## src/hw/ex_defines.svh

```systemverilog
`ifndef EX_DEFINES_SVH
`define EX_DEFINES_SVH

// execute stage operation codes, 5 bits
`define ALU_AND            5'd0
`define ALU_OR             5'd1
`define ALU_NOR            5'd2
`define ALU_XOR            5'd3
`define ALU_ADD            5'd4   // signed, traps on overflow
`define ALU_ADDU           5'd5
`define ALU_SUB            5'd6   // signed, traps on overflow
`define ALU_SUBU           5'd7
`define ALU_SLT            5'd8
`define ALU_SLTU           5'd9
`define ALU_SLL            5'd10  // shift amount from src_a
`define ALU_SRL            5'd11
`define ALU_SRA            5'd12
`define ALU_SLL_SA         5'd13  // shift amount from sa field
`define ALU_SRL_SA         5'd14
`define ALU_SRA_SA         5'd15
`define ALU_LUI            5'd16
`define ALU_PASS           5'd17
`define ALU_MTHI           5'd18
`define ALU_MTLO           5'd19
`define ALU_SIGNED_MULT    5'd20
`define ALU_UNSIGNED_MULT  5'd21
`define ALU_SIGNED_DIV     5'd22
`define ALU_UNSIGNED_DIV   5'd23

// iterations of the multi-cycle units
`define DIV_STEPS          32     // one quotient bit per step
`define MULT_STEPS         16     // two multiplier bits per step

`endif
```

## src/hw/ex_pkg.sv

```systemverilog
package ex_pkg;

    typedef logic [31:0] word_t;   // operand / alu word
    typedef logic [63:0] dword_t;  // {hi, lo}
    typedef logic [4:0]  shamt_t;
    typedef logic [4:0]  alu_op_t;

    // divider sequencing
    typedef enum logic [1:0] {
        DIV_IDLE,
        DIV_BUSY,
        DIV_FIX,   // apply quotient and remainder signs
        DIV_DONE
    } div_state_t;

    // multiplier sequencing
    typedef enum logic [1:0] {
        MULT_IDLE,
        MULT_BUSY,
        MULT_FIX,  // negate product if needed
        MULT_DONE
    } mult_state_t;

endpackage

```

## src/hw/ex_alu.sv

```systemverilog
`include "ex_defines.svh"

module ex_alu
    import ex_pkg::*;
(
    input  logic    clk,
    input  logic    rst,
    input  logic    issue,
    input  logic    flush,
    input  logic    flush_exception,
    input  alu_op_t op,
    input  word_t   src_a,
    input  word_t   src_b,
    input  shamt_t  sa,
    input  dword_t  hilo,
    output logic    stall,
    output logic    div_stall,
    output logic    mult_stall,
    output dword_t  result,
    output logic    overflow
);

    logic   is_div;
    logic   is_mult;
    logic   is_mthi;
    logic   is_mtlo;
    logic   is_simple;
    logic   div_start;
    logic   div_sign;
    logic   div_done;
    dword_t div_result;
    logic   mult_start;
    logic   mult_sign;
    logic   mult_done;
    dword_t mult_result;
    word_t  alu_result;

    // operation class decode
    assign is_div    = (op == `ALU_SIGNED_DIV) || (op == `ALU_UNSIGNED_DIV);
    assign is_mult   = (op == `ALU_SIGNED_MULT) || (op == `ALU_UNSIGNED_MULT);
    assign is_mthi   = (op == `ALU_MTHI);
    assign is_mtlo   = (op == `ALU_MTLO);
    assign is_simple = !(is_div || is_mult || is_mthi || is_mtlo);

    assign div_sign   = (op == `ALU_SIGNED_DIV);
    assign mult_sign  = (op == `ALU_SIGNED_MULT);
    assign div_start  = issue & is_div & ~flush;
    assign mult_start = issue & is_mult & ~flush;

    // exception in mem stage releases the hold
    assign div_stall  = is_div & ~div_done & ~flush_exception;
    assign mult_stall = is_mult & ~mult_done & ~flush_exception;
    assign stall      = div_stall | mult_stall;

    alu_simple alu_unit (
        .op       (op),
        .src_a    (src_a),
        .src_b    (src_b),
        .sa       (sa),
        .result   (alu_result),
        .overflow (overflow)
    );

    div_radix2 div_unit (
        .clk      (clk),
        .rst      (rst),
        .flush    (flush),
        .start    (div_start),
        .sign     (div_sign),
        .dividend (src_a),
        .divisor  (src_b),
        .done     (div_done),
        .result   (div_result)
    );

    mult_seq mult_unit (
        .clk          (clk),
        .rst          (rst),
        .flush        (flush),
        .start        (mult_start),
        .sign         (mult_sign),
        .multiplicand (src_a),
        .multiplier   (src_b),
        .done         (mult_done),
        .result       (mult_result)
    );

    always_comb begin
        if (is_div)
            result = div_result;               // {rem, quo}
        else if (is_mult)
            result = mult_result;
        else if (is_mthi)
            result = {src_a, hilo[31:0]};
        else if (is_mtlo)
            result = {hilo[63:32], src_a};
        else
            result = {32'h0, alu_result};
    end

    a_simple_no_stall: assert property (@(posedge clk) disable iff (rst)
        is_simple |-> !stall);

endmodule

```

## src/hw/mult_seq.sv

```systemverilog
`include "ex_defines.svh"

module mult_seq
    import ex_pkg::*;
(
    input  logic   clk,
    input  logic   rst,
    input  logic   flush,
    input  logic   start,
    input  logic   sign,
    input  word_t  multiplicand,
    input  word_t  multiplier,
    output logic   done,
    output dword_t result
);

    localparam int CNT_W = $clog2(`MULT_STEPS + 1);

    mult_state_t      state;
    logic [CNT_W-1:0] step_cnt;

    dword_t mcand;     // shifts left two bits per step
    word_t  mplier;    // consumed from the bottom
    dword_t acc;
    logic   prod_neg;
    dword_t pp;        // radix-4 partial product

    always_comb begin
        case (mplier[1:0])
            2'b00:   pp = '0;
            2'b01:   pp = mcand;
            2'b10:   pp = mcand << 1;
            default: pp = mcand + (mcand << 1);   // 3x
        endcase
    end

    assign done = (state == MULT_DONE);

    always_ff @(posedge clk) begin
        if (rst || flush) begin
            state    <= MULT_IDLE;
            step_cnt <= '0;
        end else begin
            case (state)
                MULT_IDLE, MULT_DONE: begin
                    if (start) begin
                        state    <= MULT_BUSY;
                        step_cnt <= '0;
                    end else begin
                        state <= MULT_IDLE;
                    end
                end
                MULT_BUSY: begin
                    step_cnt <= step_cnt + 1'b1;
                    if (step_cnt == CNT_W'(`MULT_STEPS - 1))
                        state <= MULT_FIX;
                end
                MULT_FIX: state <= MULT_DONE;
                default:  state <= MULT_IDLE;
            endcase
        end
    end

    always_ff @(posedge clk) begin
        if (start) begin
            mcand    <= {32'h0, (sign && multiplicand[31]) ? -multiplicand : multiplicand};
            mplier   <= (sign && multiplier[31]) ? -multiplier : multiplier;
            acc      <= '0;
            prod_neg <= sign & (multiplicand[31] ^ multiplier[31]);
        end else if (state == MULT_BUSY) begin
            acc    <= acc + pp;
            mcand  <= mcand << 2;
            mplier <= mplier >> 2;
        end else if (state == MULT_FIX) begin
            result <= prod_neg ? -acc : acc;
        end
    end

    a_cnt_range: assert property (@(posedge clk) disable iff (rst)
        step_cnt <= CNT_W'(`MULT_STEPS));

    a_done_pulse: assert property (@(posedge clk) disable iff (rst)
        done |=> !done);

endmodule

```

## src/hw/div_radix2.sv

```systemverilog
`include "ex_defines.svh"

module div_radix2
    import ex_pkg::*;
(
    input  logic   clk,
    input  logic   rst,
    input  logic   flush,
    input  logic   start,
    input  logic   sign,
    input  word_t  dividend,
    input  word_t  divisor,
    output logic   done,
    output dword_t result
);

    localparam int CNT_W = $clog2(`DIV_STEPS + 1);

    div_state_t       state;
    logic [CNT_W-1:0] step_cnt;

    word_t       quo;        // dividend bits out the top, quotient bits in the bottom
    word_t       rem;        // partial remainder
    word_t       dvs_mag;
    logic        quo_neg;
    logic        rem_neg;    // remainder follows the dividend sign
    logic [32:0] rem_shift;
    logic        fits;       // trial subtraction does not borrow
    word_t       rem_diff;

    assign rem_shift = {rem, quo[31]};
    assign fits      = rem_shift >= {1'b0, dvs_mag};
    assign rem_diff  = word_t'(rem_shift - {1'b0, dvs_mag});
    assign done      = (state == DIV_DONE);

    always_ff @(posedge clk) begin
        if (rst || flush) begin
            state    <= DIV_IDLE;
            step_cnt <= '0;
        end else begin
            case (state)
                DIV_IDLE, DIV_DONE: begin
                    if (start) begin
                        state    <= DIV_BUSY;
                        step_cnt <= '0;
                    end else begin
                        state <= DIV_IDLE;
                    end
                end
                DIV_BUSY: begin
                    step_cnt <= step_cnt + 1'b1;
                    if (step_cnt == CNT_W'(`DIV_STEPS - 1))
                        state <= DIV_FIX;
                end
                DIV_FIX: state <= DIV_DONE;
                default: state <= DIV_IDLE;
            endcase
        end
    end

    always_ff @(posedge clk) begin
        if (start) begin
            quo     <= (sign && dividend[31]) ? -dividend : dividend;
            dvs_mag <= (sign && divisor[31]) ? -divisor : divisor;
            rem     <= '0;
            quo_neg <= sign & (dividend[31] ^ divisor[31]);
            rem_neg <= sign & dividend[31];
        end else if (state == DIV_BUSY) begin
            // zero divisor always fits, giving all-ones quotient
            if (fits) begin
                rem <= rem_diff;
                quo <= {quo[30:0], 1'b1};
            end else begin
                rem <= rem_shift[31:0];
                quo <= {quo[30:0], 1'b0};
            end
        end else if (state == DIV_FIX) begin
            result <= {rem_neg ? -rem : rem, quo_neg ? -quo : quo};
        end
    end

    // issue is never raised while the pipeline is stalled
    a_no_start_busy: assert property (@(posedge clk) disable iff (rst)
        start |-> (state == DIV_IDLE || state == DIV_DONE));

    a_done_pulse: assert property (@(posedge clk) disable iff (rst)
        done |=> !done);

endmodule

```

## src/hw/alu_simple.sv

```systemverilog
`include "ex_defines.svh"

module alu_simple
    import ex_pkg::*;
(
    input  alu_op_t op,
    input  word_t   src_a,
    input  word_t   src_b,
    input  shamt_t  sa,
    output word_t   result,
    output logic    overflow
);

    logic [32:0] add_ext;   // sign-extended sum, bit 32 is the carry copy
    logic [32:0] sub_ext;
    shamt_t      reg_sa;    // variable shift amount

    assign add_ext = {src_a[31], src_a} + {src_b[31], src_b};
    assign sub_ext = {src_a[31], src_a} - {src_b[31], src_b};
    assign reg_sa  = src_a[4:0];

    always_comb begin
        overflow = 1'b0;
        case (op)
            `ALU_AND:  result = src_a & src_b;
            `ALU_OR:   result = src_a | src_b;
            `ALU_NOR:  result = ~(src_a | src_b);
            `ALU_XOR:  result = src_a ^ src_b;
            `ALU_ADD: begin
                result   = add_ext[31:0];
                overflow = add_ext[32] ^ add_ext[31];
            end
            `ALU_ADDU: result = src_a + src_b;   // wraps silently
            `ALU_SUB: begin
                result   = sub_ext[31:0];
                overflow = sub_ext[32] ^ sub_ext[31];
            end
            `ALU_SUBU: result = src_a - src_b;
            `ALU_SLT:  result = {{31{1'b0}}, $signed(src_a) < $signed(src_b)};
            `ALU_SLTU: result = {{31{1'b0}}, src_a < src_b};

            // register shifts
            `ALU_SLL:  result = src_b << reg_sa;
            `ALU_SRL:  result = src_b >> reg_sa;
            `ALU_SRA:  result = $signed(src_b) >>> reg_sa;   // sign fill

            // immediate shifts
            `ALU_SLL_SA: result = src_b << sa;
            `ALU_SRL_SA: result = src_b >> sa;
            `ALU_SRA_SA: result = $signed(src_b) >>> sa;

            `ALU_LUI:  result = {src_b[15:0], 16'h0000};
            `ALU_PASS: result = src_a;
            default:   result = '0;   // mult/div/mthi/mtlo handled above this block
        endcase
    end

endmodule

```

## config.mk

```make
export PLATFORM = sky130hd
export DESIGN_NAME = ex_alu
export DESIGN_NICKNAME = d
export VERILOG_FILES = /design/src/hw/ex_pkg.sv /design/src/hw/ex_alu.sv /design/src/hw/mult_seq.sv /design/src/hw/div_radix2.sv /design/src/hw/alu_simple.sv
export VERILOG_INCLUDE_DIRS = /design/src /design/src/hw
export SDC_FILE = /design/constraint.sdc
export NUM_CORES = 2
export LEC_CHECK = 0
export BUFFER_PORTS_ARGS = -buffer_cell sky130_fd_sc_hd__buf_4
export CAP_MARGIN = 20
export CORE_AREA = 2 2 294 296
export DETAILED_ROUTE_END_ITERATION = 8
export DIE_AREA = 0 0 296 298
export PLACE_DENSITY = 0.77
export SYNTH_ARGS = -nofsm -noshare
export SYNTH_HDL_FRONTEND = slang
export SYNTH_SLANG_ARGS = --single-unit
```

## constraint.sdc

```tcl
create_clock -name clk -period 10.8 [get_ports clk]
set_input_delay 2.16 -clock clk [delete_from_list [all_inputs] [get_ports clk]]
set_output_delay 2.16 -clock clk [all_outputs]
set_load 0.005 [all_outputs]
```

### Yosys cells after proc, flatten, opt, wreduce, memory -nomap -nowiden

Cells that the tools add are included.

| cells by class | value |
|---|---|
| add/sub/neg operators | 14 |
| shift operators | 6 |
| mux-type cells | 32 |
| reduce and logical (&&, ||, !) cells | 21 |
| equality and inequality tests | 37 |
| order comparisons | 3 |
| bitwise operators | 27 |

Operator list:

| kind | count |
|---|---|
| 32-bit one-hot mux with 18 select lines | 1 |
| 32-bit 2-to-1 mux | 13 |
| 64-bit 2-to-1 mux | 5 |
| 64-bit one-hot mux with 3 select lines | 1 |
| 64-bit adder | 2 |
| 32-bit negation | 4 |
| 32-bit < comparator | 2 |
| 64-bit negation | 1 |
| 32-bit by 5-bit left shift with 32-bit output | 2 |
| 32-bit by 5-bit right shift with 32-bit output | 2 |
| 32-bit by 5-bit >>> shifter with 32-bit output | 2 |
| 32-bit subtractor | 2 |
| 5-bit by 4-bit equality test with 1-bit output (second input constant) | 9 |
| 5-bit equality test (second input constant) | 8 |
| 32-bit by 32-bit adder with 33-bit output | 1 |
| 33-bit by 32-bit >= comparator with 1-bit output | 1 |
| 32-bit by 32-bit subtractor with 33-bit output | 1 |
| 32-bit adder | 1 |
| 32-bit bitwise AND | 1 |
| 32-bit NOT | 1 |
| 32-bit OR | 1 |
| 32-bit XOR | 1 |
| 5-bit by 3-bit equality test with 1-bit output (second input constant) | 4 |
| 2-bit one-hot mux with 3 select lines | 2 |
| other kinds (28) | 72 |

| storage, ports and cells | value |
|---|---|
| input port bits | 143 |
| bits in registers | 402 |
| output and inout bits | 68 |

### Logic depth before layout (Yosys ltp)

| logic depth | value |
|---|---|
| depth after elaboration | 7 |
| gate-level depth with buffers | 32 |
| gate-level depth less buffers | 32 |

### Hierarchy

A second synthesis with hierarchy kept.

| second synthesis, totals | value |
|---|---|
| cell total of the unflattened synthesis | 5410 |
| area, all modules | 42987.5 µm² |

Modules (own cells, without submodules):

| module | seq. area each (µm²) | times used | area an instance (µm²) | cells an instance |
|---|---|---|---|---|
| mult_seq | 5935.7 | 1 | 19238.5 | 2310 |
| alu_simple | 0.0 | 1 | 10918.0 | 1660 |
| div_radix2 | 4704.5 | 1 | 10453.8 | 1100 |
| ex_alu | 0.0 | 1 | 2377.3 | 340 |

### Worst setup path after synthesis

Ideal clock, no wire load.

| timing path | value |
|---|---|
| path type | in2out |
| start point | input port src_b[2] |
| end point | output port result[30] |
| arrival | 6.731 ns |
| required time | 8.640 ns |
| cell stages on the path | 25 |
| path slack | 1.909 ns |
| cell sequence | clkbuf_1 -> or3_1 -> or3_1 -> or3_1 -> or3_1 -> clkbuf_1 -> nor4_1 -> and3_1 -> clkbuf_1 -> nand2_1 -> nand2_1 -> xnor2_1 -> ha_1 -> a21oi_1 -> nor2b_1 -> o21ai_0 -> nand2b_1 -> a21o_1 -> a21oi_1 -> nor2b_1 -> a311oi_1 -> o21bai_1 -> xor2_1 -> a22oi_1 -> a21oi_1 |

| on the way | value |
|---|---|
| word-level cells in the longest chain between the ends | 6 |
| elaborated cells between the ends (all ways) | 15 |
| classes of those cells | add/sub: 4; shift: 6; mux: 5 |

RTL lines:

| what | line | source |
|---|---|---|
| start: declaration | ex_alu.sv:13 | `input word_t src_b,` |
| 32-bit subtractor (tied with other cells) | alu_simple.sv:38 | `` `ALU_SUBU: result = src_a - src_b; `` |
| 32-bit one-hot mux with 18 select lines * | alu_simple.sv:24 | `case (op)` |
| 64-bit 2-to-1 mux * | ex_alu.sv:95 | `else if (is_mtlo)` |
| 64-bit 2-to-1 mux * | ex_alu.sv:93 | `else if (is_mthi)` |
| 64-bit 2-to-1 mux * | ex_alu.sv:91 | `else if (is_mult)` |
| 64-bit 2-to-1 mux * | ex_alu.sv:89 | `if (is_div)` |
| end: declaration | ex_alu.sv:19 | `output dword_t result,` |

Mark *: on every way between the ends. The rest lies on a longest branch, timed or not.

### Final worst setup path

| timing path | value |
|---|---|
| start point | input port op[1] |
| end point | output port result[3] |

| on the way | value |
|---|---|
| word-level cells in the longest chain between the ends | 6 |
| elaborated cells between the ends (all ways) | 31 |
| classes of those cells | eq/ne: 23; mux: 5; reduce/logical: 3 |

RTL lines:

| what | line | source |
|---|---|---|
| start: declaration | ex_alu.sv:11 | `input alu_op_t op,` |
| 5-bit equality test (tied with other cells) | alu_simple.sv:24 |  |
| 32-bit one-hot mux with 18 select lines | alu_simple.sv:24 |  |
| 64-bit 2-to-1 mux | ex_alu.sv:95 |  |
| 64-bit 2-to-1 mux | ex_alu.sv:93 |  |
| 64-bit 2-to-1 mux | ex_alu.sv:91 |  |
| 64-bit 2-to-1 mux * | ex_alu.sv:89 |  |

Marked as above.

==> results.yml <==
outcome:
  outcome: "finished, final reports clean"
global_routing:
  globalRoute.totalOverflow: 0
  grt_start_max_net_pins: 92
  gr-usage-all-layers_pct: 47.9
  antenna_found_initial: 32
  first_global_vias: 42300
  grt_pass1_wl_mm: 304
logic_synthesis:
  yosys.area.top_type: "sky130_fd_sc_hd__edfxtp_1"
  post_synth_inst_count: 5359
  proportion_of_register_bits_with_asynchronous_set_or_reset_after_synthesis_pct: 0
  mappedNetlistNets: 5814
  synthDominantCellAreaShare_pct: 18.4
  synth_edf_count: 259
  yosys.cell_types.count: 86
  synth-warning-count: 0
  synth.area.top_cells: "sky130_fd_sc_hd__edfxtp_1, sky130_fd_sc_hd__ha_1, sky130_fd_sc_hd__mux2i_1, sky130_fd_sc_hd__xnor2_1, sky130_fd_sc_hd__dfxtp_1"
  synthFlopType: "sky130_fd_sc_hd__edfxtp_1"
  syn-cell-area_sq_mm: 0.0422
  synth.avg_cell_area_sq_um: 7.88
  synth-seq-area-share_pct: 25.2
  ys_seq_elements: 402
clocking:
  clock_network_latency_to_the_later_pin_of_the_worst_skew_pair_ps: 620
  tritoncts.num_buffers: 42
  cts_tree: "done"
  number_of_hold_buffers_added_after_cts: 0
  cts_resized: 0
  postCtsSetupBuffers: 0
  clock-root-buffer: "sky130_fd_sc_hd__clkbuf_16"
  worst_setup_hold_path_clk_slew_ps: 70
  maximum_clock_path_buffer_count: 3
  ctsHtreeMaxLevel: 2
  clock-sinks: 402
timing:
  slew-limit-headroom_pct: 11.9
  worst_pin_slew_ps: 1310
  finalWorstPathRequiredPeriod_ps: 10090
  setup_violations: 0
  final_hold_viol_count: 0
  fin_tns_setup_ps: 0
  timing.fmax_mhz: 99.2
  grt_setup_unrepaired: "false"
  timing.final.crit_share_pct: 93.4
  skew_ps: 40.8
  drv_slew: 0
setup_path:
  critPathSlowestCell: "sky130_fd_sc_hd__mux2i_1"
  timing_worst_setup_path_type: "input port to primary output"
  critical_path.max_fanout: 30
  path_cells: "buf_4 -> nor2b_1 -> and3_1 -> buf_4 -> mux2i_4 -> buf_4 -> a21oi_1 -> mux2i_1 -> nand2_1 -> o221ai_1 -> a31oi_1 -> o21ai_0 -> o221ai_1 -> a21oi_1 -> buf_4"
  r2r.worst_path.cells: 29
  crit_path_start_kind: "input port"
  worst-endpoint-required_ps: 8640
  worst_setup_path_end_kind: "primary output"
  worst_path_largest_cell_delay_ps: 1020
  timing.critical_path.arrival_ps: 7930
  cpMostUsedCell: "sky130_fd_sc_hd__buf_4"
worst_hold_path:
  min_delay_path_depth: 2
  worst_hold_path_type: "flip-flop to flip-flop"
power_and_ir_drop:
  power-per-cell-area_mw_per_mm2: 150
  leakage_power_nw: 19.1
  vdd_drop_max_uv: 254
floorplanning:
  die-width_um: 296
  die-area_sq_mm: 0.0882
  io-pin-count: 211
  core_sq_mm: 0.0849
  placement_rows: 107
  fp.dieH_um: 298
  effective_utilization_at_floorplan_pct: 49.7
routing:
  vias_per_cell: 6.88
  route.antenna.remaining_nets: 0
  detailedRoute.firstPassIterationCount: 8
  via_count: 45600
  drcViolationCount: 0
  drt-initial-drc-count: 6416
  drt-wirelength-per-cell_um: 32.6
  routed_wirelength_mm: 216
placement:
  port-buffer-count: 210
  place.gp.congestion: 1.12
  detailedPlacementHpwl_mm: 165
layout:
  final_layout_size_suffix_gt1_share_pct: 9.94
  flow.area_growth_from_synthesis_pct: 11.0
  final.fill_count: 7898
  final_core_utilization_pct: 55.2
  finalNetCount: 5885
flow_run:
  maxCapViolCount: 0
cells in the mapped netlist (all sizes together) (20+ instances only):
master	number
clkbuf	291
xnor2	376
nor2b	48
inv	186
xor2	60
mux2	28
ha	306
nand3	93
dfxtp	143
o21a	26
o21bai	51
o31ai	49
a21o	129
buf	32
nor2	510
nand2	582
o211ai	54
mux2i	330
nand2b	46
o21ai	499
a22oi	49
clkinv	20
a211oi	80
or4	29
a31oi	45
edfxtp	259
a21oi	453
nand4	44
o221ai	22
and3	43
nor4	23
a221oi	37
nor3	77
o22ai	47
or3	54
cell type report:
class	instances	area (sq um)	share of cell area [%]
diodes	20	50.0	0.107
multi-input cells	4428	29800	63.6
clock inverters	26	359	0.766
well taps	1144	1430	3.05
flip-flops and latches	402	10600	22.7
clock buffers	52	1150	2.46
inverters	206	774	1.65
repair buffers	350	2660	5.68
routing by layer:
layer	routed length, um	GRT usage (%)	vias up
met4	20500	36.8	18
met1	77300	56.3	21600
met2	92600	71.9	3200
met3	25900	15.5	963
li1	-	-	19700
met5	103	0	-
critical path: cells and delay by family:
| family | cells | cell delay (ps) |
|---|---|---|
| simple gates | 3 | 1160 |
| compound gates | 6 | 1910 |
| buf+inv | 4 | 1000 |
| mux | 2 | 1650 |
cells in the final DEF (no fill, tap or decap), types with 49 or more instances in the layout:
cell / n
sky130_fd_sc_hd__mux2i_1: 317
sky130_fd_sc_hd__o211ai_1: 54
sky130_fd_sc_hd__a21oi_1: 452
sky130_fd_sc_hd__edfxtp_1: 259
sky130_fd_sc_hd__inv_1: 181
sky130_fd_sc_hd__a22oi_1: 49
sky130_fd_sc_hd__xor2_1: 60
sky130_fd_sc_hd__nor3_1: 74
sky130_fd_sc_hd__nor2_1: 504
sky130_fd_sc_hd__a21o_1: 129
sky130_fd_sc_hd__nand3_1: 93
sky130_fd_sc_hd__buf_4: 344
sky130_fd_sc_hd__dfxtp_1: 143
sky130_fd_sc_hd__o21ai_0: 493
sky130_fd_sc_hd__xnor2_1: 376
sky130_fd_sc_hd__a211oi_1: 80
sky130_fd_sc_hd__ha_1: 304
sky130_fd_sc_hd__nand2_1: 581
sky130_fd_sc_hd__o21bai_1: 51
final timing paths:
| check | endpoint | start | slack, ps |
|---|---|---|---|
| max | result[3] | op[1] | 710 |
| min | div_unit.step_cnt[5]$_SDFFE_PP0P_ | div_unit.step_cnt[5]$_SDFFE_PP0P_ | 490 |
| max reg2reg | mult_unit.acc[60]$_SDFFE_PP0P_ | mult_unit.mcand[1]$_SDFFCE_PN0P_ | 3250 |
| min reg2reg | div_unit.step_cnt[5]$_SDFFE_PP0P_ | div_unit.step_cnt[5]$_SDFFE_PP0P_ | 490 |
stage by stage:
step / power (mW) / setup slack (ps) / cell area [sq um] / cells / hold WS, ps
after CTS: 6.91 / 1100 / 46800 / 6603 / 493
after global routing: 7.37 / 695 / 46800 / 6610 / 509
after floorplan: 4.29 / 1910 / 42200 / 5359 / 434
after detailed placement: 5.31 / 1130 / 45300 / 6525 / 478
final: 7.05 / 715 / 46900 / 6628 / 495
after global placement: 5.27 / 1090 / 45300 / 6524 / 468
state kept, by name (all words and copies together), names as in the netlist, 5 cells and up:
register and flops:
mult_unit.acc 64, div_unit.result 64, mult_unit.result 64, div_unit.step_cnt 6, mult_unit.mcand 64, mult_unit.mplier 32, mult_unit.step_cnt 5, div_unit.rem 32
div_unit.quo 32, div_unit.dvs_mag 32
cell families (layout without fill, tap and decap cells):
family	after synthesis	in the layout	synth area share, %
mux	373	373	9.37
fa+ha+maj	312	312	9.35
simple gates	1612	1612	17.3
other cells	0	20	0
compound gates	1695	1695	25.0
flops	402	402	25.2
buf+inv	529	634	4.70
xor+xnor	436	436	9.04
power by group:
part	switching, mW	internal, mW
Sequential	0.270	1.82
Combinational	2.05	1.31
Clock	0.682	0.917
Note: power is estimated with default switching activity, not from simulation.
